**config.mk**
```make
export PLATFORM = sky130hd
export DESIGN_NAME = safe_domain
export DESIGN_NICKNAME = d
export VERILOG_FILES = /design/src/source/safe_domain_pkg.sv /design/src/source/clk_rst_gen.sv /design/src/source/pad_cfg_regs.sv /design/src/source/pad_cell.sv /design/src/source/pad_in_collect.sv /design/src/source/safe_domain.sv
export VERILOG_INCLUDE_DIRS = /design/src /design/src/source
export SDC_FILE = /design/constraint.sdc
export NUM_CORES = 1
export LEC_CHECK = 0
export BUFFER_PORTS_ARGS = -buffer_cell sky130_fd_sc_hd__buf_4
export CAP_MARGIN = 20
export CORE_ASPECT_RATIO = 0.7
export CORE_MARGIN = 2
export CORE_UTILIZATION = 50
export DETAILED_ROUTE_END_ITERATION = 7
export HOLD_SLACK_MARGIN = 0.1
export PLACE_DENSITY = 0.77
export SYNTH_ARGS = -nofsm -noshare
export SYNTH_HDL_FRONTEND = slang
export SYNTH_SLANG_ARGS = --single-unit
```
**constraint.sdc**
```tcl
create_clock -name ref_clk_i -period 3.77 [get_ports ref_clk_i]
set_input_delay 0.377 -clock ref_clk_i [delete_from_list [all_inputs] [get_ports ref_clk_i]]
set_output_delay 0.377 -clock ref_clk_i [all_outputs]
set_load 0.005 [all_outputs]
```
**src/source/safe_domain_cfg.svh**
```systemverilog
/*
 * size definitions for the always-on safe domain
 * include in any file that needs the pad count or field widths
 */

`ifndef SAFE_DOMAIN_CFG_SVH
`define SAFE_DOMAIN_CFG_SVH

// ********************
// pad array
// number of bidirectional pads, also the width of every function bus
`define SD_N_IO        8
// pad function select width
`define SD_NBIT_PADMUX 2
// pad configuration width, the low bits of the config view
`define SD_NBIT_PADCFG 6

// ********************
// clocking
// ref clock cycles per slow clock period, keep it even
`define SD_SLOW_DIV    4

`endif

```
**src/source/safe_domain_pkg.sv**
```systemverilog
/*
 * types shared by the safe domain RTL and its testbench
 * the config write byte is read either as a mux field or a pad config field
 */

`include "safe_domain_cfg.svh"

package safe_domain_pkg;

  // pad function select
  // OFF parks the pad with output and enable low
  typedef enum logic [`SD_NBIT_PADMUX-1:0] {
    PERIO  = 2'd0,
    GPIO   = 2'd1,
    FPGAIO = 2'd2,
    OFF    = 2'd3
  } pad_func_e;

  // mux view, function sits in the low bits
  typedef struct packed {
    logic [5:0] unused;
    pad_func_e  func;
  } pad_mux_fields_t;

  // config view, low six bits go to the pad
  typedef struct packed {
    logic [1:0] unused;
    logic       pull_up;
    logic       pull_down;
    logic [1:0] drive;
    logic       schmitt;
    logic       wake_en;
  } pad_cfg_fields_t;

  // address bit 3 picks the view, 0 for mux and 1 for config
  typedef union packed {
    pad_mux_fields_t mux;
    pad_cfg_fields_t cfg;
  } cfg_word_u;

endpackage

```
**src/source/clk_rst_gen.sv**
```systemverilog
/*
 * reset synchronizer and slow clock divider on the reference clock
 * rst_n_o is the reset for every register of the safe domain
 */

`timescale 1ns/100ps

`include "safe_domain_cfg.svh"

module clk_rst_gen (
  input  logic ref_clk_i,
  input  logic rst_n_i,
  output logic rst_n_o,
  output logic slow_clk_o
);

  // half period of the slow clock in ref cycles
  localparam int unsigned HALF_DIV = `SD_SLOW_DIV / 2;
  localparam int unsigned CNT_W    = (HALF_DIV > 1) ? $clog2(HALF_DIV) : 1;

  logic             rst_meta;
  logic [CNT_W-1:0] div_cnt;

  // ********************
  // reset synchronizer
  // asserts at once, releases on the second edge
  always_ff @(posedge ref_clk_i or negedge rst_n_i) begin
    if (!rst_n_i) begin
      rst_meta <= 1'b0;
      rst_n_o  <= 1'b0;
    end else begin
      rst_meta <= 1'b1;
      rst_n_o  <= rst_meta;
    end
  end

  // ********************
  // slow clock divider
  // toggle every HALF_DIV ref cycles, low while in reset
  always_ff @(posedge ref_clk_i or negedge rst_n_o) begin
    if (!rst_n_o) begin
      div_cnt    <= '0;
      slow_clk_o <= 1'b0;
    end else if (div_cnt == CNT_W'(HALF_DIV - 1)) begin
      div_cnt    <= '0;
      slow_clk_o <= ~slow_clk_o;
    end else begin
      div_cnt <= div_cnt + 1'b1;
    end
  end

  // domain reset never lags the pin reset on assertion
  rst_async_a: assert property (@(posedge ref_clk_i) !rst_n_i |-> !rst_n_o);

endmodule

```
**src/source/pad_cfg_regs.sv**
```systemverilog
/*
 * pad register bank behind a four-phase req/ack write port
 * holds one function select and one pad config per pad
 */

`timescale 1ns/100ps

`include "safe_domain_cfg.svh"

module pad_cfg_regs (
  input  logic                                           ref_clk_i,
  input  logic                                           rst_n_i,
  input  logic                                           cfg_req_i,
  input  logic [3:0]                                     cfg_addr_i,
  input  safe_domain_pkg::cfg_word_u                     cfg_wdata_i,
  output logic                                           cfg_ack_o,
  output safe_domain_pkg::pad_func_e [`SD_N_IO-1:0]      pad_mux_o,
  output logic [`SD_N_IO-1:0][`SD_NBIT_PADCFG-1:0]       pad_cfg_o
);

  logic       wr_en;
  logic       wr_kind;
  logic [2:0] wr_pad;

  // ********************
  // address decode
  // bit 3 is the view, bits 2:0 the pad
  assign wr_kind = cfg_addr_i[3];
  assign wr_pad  = cfg_addr_i[2:0];

  // write once per request, on the edge that first sees req
  assign wr_en = cfg_req_i & ~cfg_ack_o;

  // ********************
  // handshake, slave side
  // ack follows req one edge later in both directions
  always_ff @(posedge ref_clk_i or negedge rst_n_i) begin
    if (!rst_n_i) begin
      cfg_ack_o <= 1'b0;
    end else begin
      cfg_ack_o <= cfg_req_i;
    end
  end

  // ********************
  // register bank
  always_ff @(posedge ref_clk_i or negedge rst_n_i) begin
    if (!rst_n_i) begin
      for (int i = 0; i < `SD_N_IO; i++) begin
        pad_mux_o[i] <= safe_domain_pkg::OFF;
        pad_cfg_o[i] <= '0;
      end
    end else if (wr_en) begin
      if (!wr_kind) begin
        // mux view, only the function field counts
        pad_mux_o[wr_pad] <= cfg_wdata_i.mux.func;
      end else begin
        // config view, repacked in pad order
        pad_cfg_o[wr_pad] <= {cfg_wdata_i.cfg.pull_up,
                              cfg_wdata_i.cfg.pull_down,
                              cfg_wdata_i.cfg.drive,
                              cfg_wdata_i.cfg.schmitt,
                              cfg_wdata_i.cfg.wake_en};
      end
    end
  end

  // ********************
  // protocol checks
  // master holds address and data until the write is acked
  req_stable_a: assert property (
    @(posedge ref_clk_i) disable iff (!rst_n_i)
    (cfg_req_i && !cfg_ack_o) ##1 cfg_req_i |->
      $stable(cfg_addr_i) && $stable(cfg_wdata_i)
  );

endmodule

```
**src/source/pad_cell.sv**
```systemverilog
/*
 * output side of one pad, purely combinational
 * picks out and oe from the selected function and masks the drive when parked
 */

`timescale 1ns/100ps

`include "safe_domain_cfg.svh"

module pad_cell (
  input  safe_domain_pkg::pad_func_e   func_i,
  input  logic [`SD_NBIT_PADCFG-1:0]   cfg_i,
  input  logic                         perio_out_i,
  input  logic                         perio_oe_i,
  input  logic                         gpio_out_i,
  input  logic                         gpio_oe_i,
  input  logic                         fpgaio_out_i,
  input  logic                         fpgaio_oe_i,
  output logic                         io_out_o,
  output logic                         io_oe_o,
  output logic [`SD_NBIT_PADCFG-1:0]   pad_cfg_o
);

  // padding from the pad config up to a full config word
  localparam int unsigned PAD_W = $bits(safe_domain_pkg::pad_cfg_fields_t) - `SD_NBIT_PADCFG;

  safe_domain_pkg::pad_cfg_fields_t cfg_view;
  logic                             parked;

  assign cfg_view = {{PAD_W{1'b0}}, cfg_i};
  assign parked   = (func_i == safe_domain_pkg::OFF);

  // output mux
  always_comb begin
    unique case (func_i)
      safe_domain_pkg::PERIO:  {io_out_o, io_oe_o} = {perio_out_i, perio_oe_i};
      safe_domain_pkg::GPIO:   {io_out_o, io_oe_o} = {gpio_out_i, gpio_oe_i};
      safe_domain_pkg::FPGAIO: {io_out_o, io_oe_o} = {fpgaio_out_i, fpgaio_oe_i};
      default:                 {io_out_o, io_oe_o} = 2'b00;
    endcase
  end

  // pulls and schmitt pass, drive strength zero while OFF
  assign pad_cfg_o = {cfg_view.pull_up,
                      cfg_view.pull_down,
                      parked ? 2'b00 : cfg_view.drive,
                      cfg_view.schmitt,
                      cfg_view.wake_en};

endmodule

```
**src/source/pad_in_collect.sv**
```systemverilog
/*
 * input side of the pad array
 * synchronizes io_in_i, steers each bit to the selected function bus
 * and raises a one cycle GPIO wake pulse on an enabled pad edge
 */

`timescale 1ns/100ps

`include "safe_domain_cfg.svh"

module pad_in_collect (
  input  logic                                       ref_clk_i,
  input  logic                                       rst_n_i,
  input  logic [`SD_N_IO-1:0]                        io_in_i,
  input  safe_domain_pkg::pad_func_e [`SD_N_IO-1:0]  pad_mux_i,
  input  logic [`SD_N_IO-1:0]                        wake_en_i,
  output logic [`SD_N_IO-1:0]                        perio_in_o,
  output logic [`SD_N_IO-1:0]                        gpio_in_o,
  output logic [`SD_N_IO-1:0]                        fpgaio_in_o,
  output logic                                       gpio_wake_o
);

  logic [`SD_N_IO-1:0] in_meta;
  logic [`SD_N_IO-1:0] in_sync;
  logic [`SD_N_IO-1:0] in_prev;
  logic [`SD_N_IO-1:0] sel_perio;
  logic [`SD_N_IO-1:0] sel_gpio;
  logic [`SD_N_IO-1:0] sel_fpgaio;
  logic [`SD_N_IO-1:0] wake_hit;

  // ********************
  // two flop synchronizer
  // in_prev is one more stage for edge detect
  always_ff @(posedge ref_clk_i or negedge rst_n_i) begin
    if (!rst_n_i) begin
      in_meta <= '0;
      in_sync <= '0;
      in_prev <= '0;
    end else begin
      in_meta <= io_in_i;
      in_sync <= in_meta;
      in_prev <= in_sync;
    end
  end

  // per pad function decode
  always_comb begin
    for (int i = 0; i < `SD_N_IO; i++) begin
      sel_perio[i]  = (pad_mux_i[i] == safe_domain_pkg::PERIO);
      sel_gpio[i]   = (pad_mux_i[i] == safe_domain_pkg::GPIO);
      sel_fpgaio[i] = (pad_mux_i[i] == safe_domain_pkg::FPGAIO);
    end
  end

  // ********************
  // steering, unselected buses read zero
  assign perio_in_o  = in_sync & sel_perio;
  assign gpio_in_o   = in_sync & sel_gpio;
  assign fpgaio_in_o = in_sync & sel_fpgaio;

  // any edge on a wake enabled gpio pad
  assign wake_hit = (in_sync ^ in_prev) & sel_gpio & wake_en_i;

  always_ff @(posedge ref_clk_i or negedge rst_n_i) begin
    if (!rst_n_i) begin
      gpio_wake_o <= 1'b0;
    end else begin
      gpio_wake_o <= |wake_hit;
    end
  end

  // no wake pulse while no pad is in GPIO mode
  wake_needs_gpio_a: assert property (
    @(posedge ref_clk_i) disable iff (!rst_n_i)
    gpio_wake_o |-> |sel_gpio
  );

endmodule

```
**src/source/safe_domain.sv**
```systemverilog
/*
 * always-on safe domain top level
 * reset and slow clock, pad register bank, pad cells and input collector
 * pads are programmed through the cfg_req_i / cfg_ack_o write port
 */

`timescale 1ns/100ps

`include "safe_domain_cfg.svh"

module safe_domain (
  input  logic                                    ref_clk_i,
  input  logic                                    rst_n_i,
  output logic                                    rst_n_o,
  output logic                                    slow_clk_o,

  // configuration write port
  input  logic                                    cfg_req_i,
  input  logic [3:0]                              cfg_addr_i,
  input  safe_domain_pkg::cfg_word_u              cfg_wdata_i,
  output logic                                    cfg_ack_o,

  // pads
  output logic [`SD_N_IO-1:0]                     io_out_o,
  input  logic [`SD_N_IO-1:0]                     io_in_i,
  output logic [`SD_N_IO-1:0]                     io_oe_o,
  output logic [`SD_N_IO-1:0][`SD_NBIT_PADCFG-1:0] pad_cfg_o,

  // peripheral I/O
  input  logic [`SD_N_IO-1:0]                     perio_out_i,
  output logic [`SD_N_IO-1:0]                     perio_in_o,
  input  logic [`SD_N_IO-1:0]                     perio_oe_i,

  // GPIO
  input  logic [`SD_N_IO-1:0]                     gpio_out_i,
  output logic [`SD_N_IO-1:0]                     gpio_in_o,
  input  logic [`SD_N_IO-1:0]                     gpio_oe_i,

  // FPGA I/O
  input  logic [`SD_N_IO-1:0]                     fpgaio_out_i,
  output logic [`SD_N_IO-1:0]                     fpgaio_in_o,
  input  logic [`SD_N_IO-1:0]                     fpgaio_oe_i,

  output logic                                    gpio_wake_o
);

  localparam int unsigned PAD_W = $bits(safe_domain_pkg::pad_cfg_fields_t) - `SD_NBIT_PADCFG;

  safe_domain_pkg::pad_func_e [`SD_N_IO-1:0]  s_pad_mux;
  logic [`SD_N_IO-1:0][`SD_NBIT_PADCFG-1:0]   s_pad_cfg;
  logic [`SD_N_IO-1:0]                        s_wake_en;

  // ********************
  // clock and reset
  clk_rst_gen clk_rst_gen_inst (
    .ref_clk_i  (ref_clk_i),
    .rst_n_i    (rst_n_i),
    .rst_n_o    (rst_n_o),
    .slow_clk_o (slow_clk_o)
  );

  // ********************
  // pad register bank, runs on the synchronized reset
  pad_cfg_regs pad_cfg_regs_inst (
    .ref_clk_i   (ref_clk_i),
    .rst_n_i     (rst_n_o),
    .cfg_req_i   (cfg_req_i),
    .cfg_addr_i  (cfg_addr_i),
    .cfg_wdata_i (cfg_wdata_i),
    .cfg_ack_o   (cfg_ack_o),
    .pad_mux_o   (s_pad_mux),
    .pad_cfg_o   (s_pad_cfg)
  );

  // ********************
  // one cell per pad
  for (genvar i = 0; i < `SD_N_IO; i++) begin : gen_pad
    safe_domain_pkg::pad_cfg_fields_t cfg_view;

    // wake enable taken from the raw register, not the masked pad config
    assign cfg_view     = {{PAD_W{1'b0}}, s_pad_cfg[i]};
    assign s_wake_en[i] = cfg_view.wake_en;

    pad_cell pad_cell_inst (
      .func_i       (s_pad_mux[i]),
      .cfg_i        (s_pad_cfg[i]),
      .perio_out_i  (perio_out_i[i]),
      .perio_oe_i   (perio_oe_i[i]),
      .gpio_out_i   (gpio_out_i[i]),
      .gpio_oe_i    (gpio_oe_i[i]),
      .fpgaio_out_i (fpgaio_out_i[i]),
      .fpgaio_oe_i  (fpgaio_oe_i[i]),
      .io_out_o     (io_out_o[i]),
      .io_oe_o      (io_oe_o[i]),
      .pad_cfg_o    (pad_cfg_o[i])
    );
  end

  // ********************
  // input side
  pad_in_collect pad_in_collect_inst (
    .ref_clk_i   (ref_clk_i),
    .rst_n_i     (rst_n_o),
    .io_in_i     (io_in_i),
    .pad_mux_i   (s_pad_mux),
    .wake_en_i   (s_wake_en),
    .perio_in_o  (perio_in_o),
    .gpio_in_o   (gpio_in_o),
    .fpgaio_in_o (fpgaio_in_o),
    .gpio_wake_o (gpio_wake_o)
  );

endmodule

```
==> impl_metrics.tcl, run 1 <==
set metrics [dict create \
    finalSetupViolations 0 \
    dr_total_vias 3039 \
    clock_sinks 94 \
    utilization_pct 64.90 \
    grt_setup_unrepaired "no" \
    ios 163 \
    postPlaceCellArea_sq_um 5466 \
    max_freq_mhz 517.4 \
    core_area_sq_um 8926 \
    required_ps 3390 \
    power_density_nw_per_um2 515.9 \
    netlist-cell-type-count 31 \
    cp.arrival_ps 1560 \
    grt_pass1_vias 3223 \
    cts.path.max_buffers 2 \
    maxCapViolCount 0 \
    slowest_delay_ps 590 \
    synth_top_area_share_pct 43.07 \
    htree_num_levels 3 \
    maxSlewViolCount 0 \
    timing.setup.tns_ps 0 \
    fin_crit_sh_pct 51.27 \
    crit_chain "nor2b_1, nand2_1, o21ai_0, buf_4" \
    crit_type "reg2out" \
    hpwl_mm 7.517 \
    port_buffers 160 \
    worst_pin_slew_ps 745.8 \
    cts-root-buf "clkbuf_16" \
    ys.flop_type "dfrtp_1" \
    grt_pass1_wl_mm 17.06 \
    critPathLaunchType "register" \
    ys_seq_elements 94 \
    critical-path-slowest-cell "dfstp_2" \
    syn_to_final_growth_pct 27.83 \
    syn_area_sq_um 4532 \
    synth_common_cells "dfrtp_1 (78), mux2_2 (58), buf_4 (48)" \
    viasPerCell 5.031 \
    cp_max_fo 8 \
    syn_nets 435 \
    postSynthAreaPerCell_sq_um 12.45 \
    yosys.area.top_type "dfrtp_1" \
    wire_per_inst_um 16.98 \
    route.detailed.drc 0 \
    synth_edf_count 0 \
    pre_cts_slack_ps 2036 \
    clk_pin_slew_ps 60 \
    nets 546 \
    gr-usage-all-layers_pct 22.10 \
    antenna_found_initial 0 \
    peakVddDrop_v 0.0003301 \
    p_leak_nw 2.786 \
    drive_above_1_share_pct 55.00 \
    dieArea_sq_um 9853 \
    place_inst 587 \
    first_pass_iters 4 \
    ant_nets 0 \
    cts-buffers-inserted 9 \
    grt_max_degree 62 \
    endpoint_kind "output pin" \
    hold_viol 0 \
    gp_congestion 0.7329 \
    die_x_um 117.8 \
    max_slew_margin_pct 50.28 \
    synthTopCellsByArea "dfrtp_1 (43%), mux2_2 (14%), dfstp_2 (9.3%)" \
    n_antenna_cell 0 \
    insertion_delay_ps 340 \
    die_h_um 83.65 \
    start_util_pct 50.77 \
    ys_seq_area_share_pct 52.35 \
    setup_slack_ps 1837 \
    finalClockSkew_ps 7.173 \
    grt-ovfl-total 0 \
    async_reset_ff_share_pct 100.0 \
    hold_class "in2reg" \
    outcome "completed" \
    syn_inst 364 \
    rows 29 \
    synth.most_common_cell "dfrtp_1" \
    register_area_sq_um 2376 \
    multi_input_area_sq_um 1723 \
    fillCellCount 715 \
    fin_crit_ps 1933 \
    yosysWarningCount 0 \
    wl_mm 10.25 \
    cts_tree "yes" \
    instances_no_fill 604 \
    drtIter0Drc 81 \
    fin_area_sq_um 5793 \
]
## power by group
group          internal (mW)  switching, mW
clock                  0.579          0.370
sequential              1.19          0.159
combinational          0.450          0.239
## final timing paths
path / start / to / slack [ps] / cells after the start
setup / recovery: pad_cfg_regs_inst.pad_mux_o[0] / io_oe_o[0] / 1840 / 4
hold / removal: io_in_i[5] / pad_in_collect_inst.in_meta[5] / 140 / 1
setup reg to reg: pad_cfg_regs_inst.cfg_ack_o / pad_cfg_regs_inst.pad_cfg_o[34] / 2070 / 3
hold reg to reg: clk_rst_gen_inst.rst_n_o / pad_in_collect_inst.in_meta[2] / 280 / 0
max in group asynchronous: clk_rst_gen_inst.rst_n_o / pad_cfg_regs_inst.pad_cfg_o[43] / 2370 / 1
min in group asynchronous: clk_rst_gen_inst.rst_n_o / pad_in_collect_inst.in_meta[2] / 280 / 0
## routing by layer
| layer | GRT usage [%] | vias up | wire length [um] |
|---|---|---|---|
| met3 | 8.538 | 11 | 748 |
| met4 | 6.024 | 0 | 110 |
| met2 | 35.25 | 91 | 4889 |
| met1 | 28.35 | 1507 | 4505 |
| met5 | 0 | - | 0 |
| li1 | - | 1430 | - |
## repair_timing
action                                 4_1_cts  5_1_grt
hold buffers                                 1        0
endpoints found under the hold margin        2        0
resized for setup                            0        0
buffers inserted                             0        0
## stage by stage
| step | power (mW) | hold WS, ps |
|---|---|---|
| finish | 2.989 | 136.6 |
| global route | 3.152 | 121.2 |
| CTS | 3.021 | 123.7 |
| detailed placement | 2.060 | 161.7 |
| global placement | 2.027 | 160.9 |
| floorplan | 1.775 | 81.41 |
## critical path: cells and delay by family (launching register included)
family / cells / cell delay (ps)
compound gates: 1 / 90
simple gates: 2 / 390
flops: 1 / 590
buf+inv: 1 / 140
## layout by cell type, fill, tap and decap left out, types with 3 or more instances in the layout
| master | Yosys | routed |
|---|---|---|
| buf_4 | 48 | 161 |
| dfrtp_1 | 78 | 77 |
| mux2_2 | 58 | 58 |
| nand2_1 | 26 | 26 |
| o21ai_0 | 18 | 18 |
| a21boi_0 | 16 | 16 |
| mux2i_1 | 16 | 16 |
| dfstp_2 | 16 | 16 |
| nor2b_1 | 11 | 11 |
| xor2_1 | 9 | 9 |
| clkbuf_16 | 0 | 9 |
| and3b_1 | 8 | 8 |
| nor3b_1 | 8 | 8 |
| and2_1 | 8 | 8 |
| nand3_1 | 8 | 8 |
| mux2_4 | 6 | 6 |
| clkinvlp_4 | 0 | 3 |
## kinds of logic (layout without fill, tap and decap cells)
logic type	Yosys count	count (layout)	synth area share (%)
flops	94	94	52.35
simple gates	81	81	11.35
mux	80	80	19.93
buf+inv	63	179	9.635
compound gates	36	36	4.915
xor+xnor	9	9	1.739
other cells	1	1	0.08275
## area by class of cell
type,count,share of cell area (%)
Clock buffer,10,3.952
Tap cell,124,2.678
Multi-Input combinational cell,207,29.74
Clock inverter,6,1.512
Sequential cell,94,41.02
Timing Repair Buffer,162,21.04
Inverter,1,0.06479
## registers in the layout, summed over array words and instances (netlist names)
register / count
clk_rst_gen_inst.rst_meta: 1
clk_rst_gen_inst.rst_n_o: 1
pad_in_collect_inst.in_prev: 8
pad_cfg_regs_inst.cfg_ack_o: 1
clk_rst_gen_inst.div_cnt: 1
pad_cfg_regs_inst.pad_mux_o: 16
pad_in_collect_inst.gpio_wake_o: 1
pad_in_collect_inst.in_meta: 8
pad_in_collect_inst.in_sync: 8
clk_rst_gen_inst.slow_clk_o: 1
pad_cfg_regs_inst.pad_cfg_o: 48
(Power assumes the default switching activity.)
==> run 2, diff against run 1 <==
--- a/config.mk
+++ b/config.mk
@@ -10,10 +10,10 @@
 export CAP_MARGIN = 20
 export CORE_ASPECT_RATIO = 0.7
 export CORE_MARGIN = 2
-export CORE_UTILIZATION = 50
+export CORE_UTILIZATION = 45
 export DETAILED_ROUTE_END_ITERATION = 7
 export HOLD_SLACK_MARGIN = 0.1
-export PLACE_DENSITY = 0.77
+export PLACE_DENSITY = 0.73
 export SYNTH_ARGS = -nofsm -noshare
 export SYNTH_HDL_FRONTEND = slang
 export SYNTH_SLANG_ARGS = --single-unit
==> constraint.sdc (replaced) <==
create_clock -name ref_clk_i -period 1.6 [get_ports ref_clk_i]
set_input_delay 0.16 -clock ref_clk_i [delete_from_list [all_inputs] [get_ports ref_clk_i]]
set_output_delay 0.16 -clock ref_clk_i [all_outputs]
set_load 0.005 [all_outputs]
==> impl_metrics.tcl, run 2 (synthesized netlist as in run 1, its figures left out) <==
set metrics [dict create \
    endpoint_kind "output pin" \
    r2r_setup_slack_ps 90 \
    hp-start "cfg_wdata_i[4]" \
    maxCapViolCount 0 \
    grt_max_degree 47 \
    reg_top3 "pad_cfg_regs_inst.pad_cfg_o x48, pad_cfg_regs_inst.pad_mux_o x16" \
    fin_crit_sh_pct 99.99 \
    outcome "completed" \
    crit_chain "nor2b_2, buf_4, nand2_1, o21ai_1, buf_4" \
    clock_sinks 94 \
    rows 30 \
    drtIter0Drc 167 \
    power_density_nw_per_um2 1169 \
    insertion_delay_ps 340 \
    first_pass_iters 4 \
    crit_top_cell "buf_4" \
    postPlaceCellArea_sq_um 5562 \
    largest_reg_flops 48 \
    place_inst 603 \
    drive_above_1_share_pct 58.08 \
    clk_pin_slew_ps 60 \
    setup_slack_ps 0.1215 \
    start_util_pct 46.44 \
    worstReg2RegEnd "pad_cfg_regs_inst.pad_cfg_o[41]" \
    finalPower_mw 7.189 \
    critPathLaunchType "register" \
    utilization_pct 63.03 \
    hold_viol 0 \
    min_to "pad_cfg_regs_inst.pad_cfg_o[10]" \
    hold_class "in2reg" \
    die_x_um 123.9 \
    dr_total_vias 3245 \
    most-common-layout-cells "buf_4 (185), dfrtp_1 (77), mux2_2 (58)" \
    grt_pass1_vias 3347 \
    required_ps 1440 \
    grt-ovfl-total 0 \
    ant_nets 0 \
    fin_area_sq_um 6151 \
    wire_per_inst_um 16.99 \
    die_h_um 87.96 \
    cp_max_fo 3 \
    fin_crit_ps 1600 \
    pre_cts_slack_ps -28.99 \
    gp_congestion 0.7710 \
    hpwl_mm 7.870 \
    antenna_found_initial 0 \
    grt_setup_unrepaired "yes" \
    max_slew_margin_pct 61.48 \
    nets 586 \
    ios 163 \
    grt_pass1_wl_mm 16.73 \
    n_antenna_cell 0 \
    p_leak_nw 2.999 \
    htree_num_levels 3 \
    cp.arrival_ps 1440 \
    r2r-start "pad_cfg_regs_inst.cfg_ack_o" \
    crit_type "reg2out" \
    critical-path-slowest-cell "dfstp_2" \
    hold_ws_ps 117.4 \
    worst-r2r-cell-count 3 \
    peakVddDrop_v 0.0008379 \
    final_common_cell "buf_4" \
    gr-usage-all-layers_pct 20.32 \
    syn_to_final_growth_pct 35.73 \
    viasPerCell 5.008 \
    port_buffers 160 \
    whs_path_depth 2 \
    finalSetupViolations 0 \
    dieArea_sq_um 10900 \
    maxSlewViolCount 0 \
    cts-root-buf "clkbuf_16" \
    core_area_sq_um 9759 \
    timing.setup.tns_ps 0 \
    finalClockSkew_ps 4.714 \
    slowest_delay_ps 530 \
    cts_tree "yes" \
    route.detailed.drc 0 \
    cts.path.max_buffers 2 \
    wl_mm 11.01 \
    instances_no_fill 648 \
    cts-buffers-inserted 9 \
    max_freq_mhz 625.0 \
    regMostFlops "pad_cfg_regs_inst.pad_cfg_o" \
    worst_pin_slew_ps 577.8 \
]
## run 2: cell types whose count changed in the layout (fill, tap and decap cells not counted), sizes merged
cell,previous run,this run
buf,161,188
clkbuf,10,19
dlygate4sd3,1,10
clkinvlp,3,0
bufinv,2,1
clkinv,1,0
## run 2: final cells by class
class | count | area [sq um]
well taps | 128 | 160.2
fillers | 834 | 3608
repair buffers | 202 | 1543
clock buffers | 15 | 267.8
inverters | 1 | 3.754
multi-input cells | 207 | 1770
clock inverters | 1 | 30.03
flip-flops and latches | 94 | 2376
## run 2: what timing repair did
| action | CTS | global route |
|---|---|---|
| endpoints found under the hold margin | 11 | 0 |
| pin swaps | 0 | 0 |
| setup endpoints to repair | 21 | 24 |
| resized for setup | 9 | 13 |
| setup buffers | 5 | 14 |
| hold buffers | 10 | 0 |
## run 2: worst max path at each step
stage / from / to / slack [ps] / depth (start not counted)
after floorplan: clk_rst_gen_inst.rst_n_o / clk_rst_gen_inst.div_cnt / 10 / 0
after global placement: pad_cfg_regs_inst.cfg_ack_o / pad_cfg_regs_inst.pad_cfg_o[6] / 10 / 3
after detailed placement: pad_cfg_regs_inst.cfg_ack_o / pad_cfg_regs_inst.pad_cfg_o[9] / -30 / 3
after CTS: pad_cfg_regs_inst.pad_mux_o[9] / io_out_o[4] / 1 / 4
after global routing: pad_cfg_regs_inst.pad_mux_o[4] / io_out_o[2] / -60 / 3
final: pad_cfg_regs_inst.pad_mux_o[6] / io_out_o[3] / 0.1 / 5
## run 2: report_power, final
group / total [mW] / internal (mW) / leakage, nW / switching, mW
Sequential: 3.11 / 2.81 / 1.14 / 0.305
Combinational: 1.96 / 1.25 / 1.72 / 0.709
Clock: 2.12 / 1.30 / 0.144 / 0.820
Total: 7.19 / 5.36 / 3.00 / 1.83
## run 2: per-layer routing
metal / GRT usage (%) / up-vias / wire length, um
met2: 33.77 / 99 / 5331
li1: - / 1509 / -
met4: 3.779 / 0 / 76
met3: 7.357 / 7 / 826
met1: 26.11 / 1630 / 4774
met5: 0 / - / 0
## run 2: critical path, delay by kind of cell (launching register included)
family | cells | cell delay (ps)
AOI/OAI and AO/OA | 1 | 80
buffers and inverters | 2 | 280
DFF | 1 | 530
and+or+nand+nor | 2 | 210
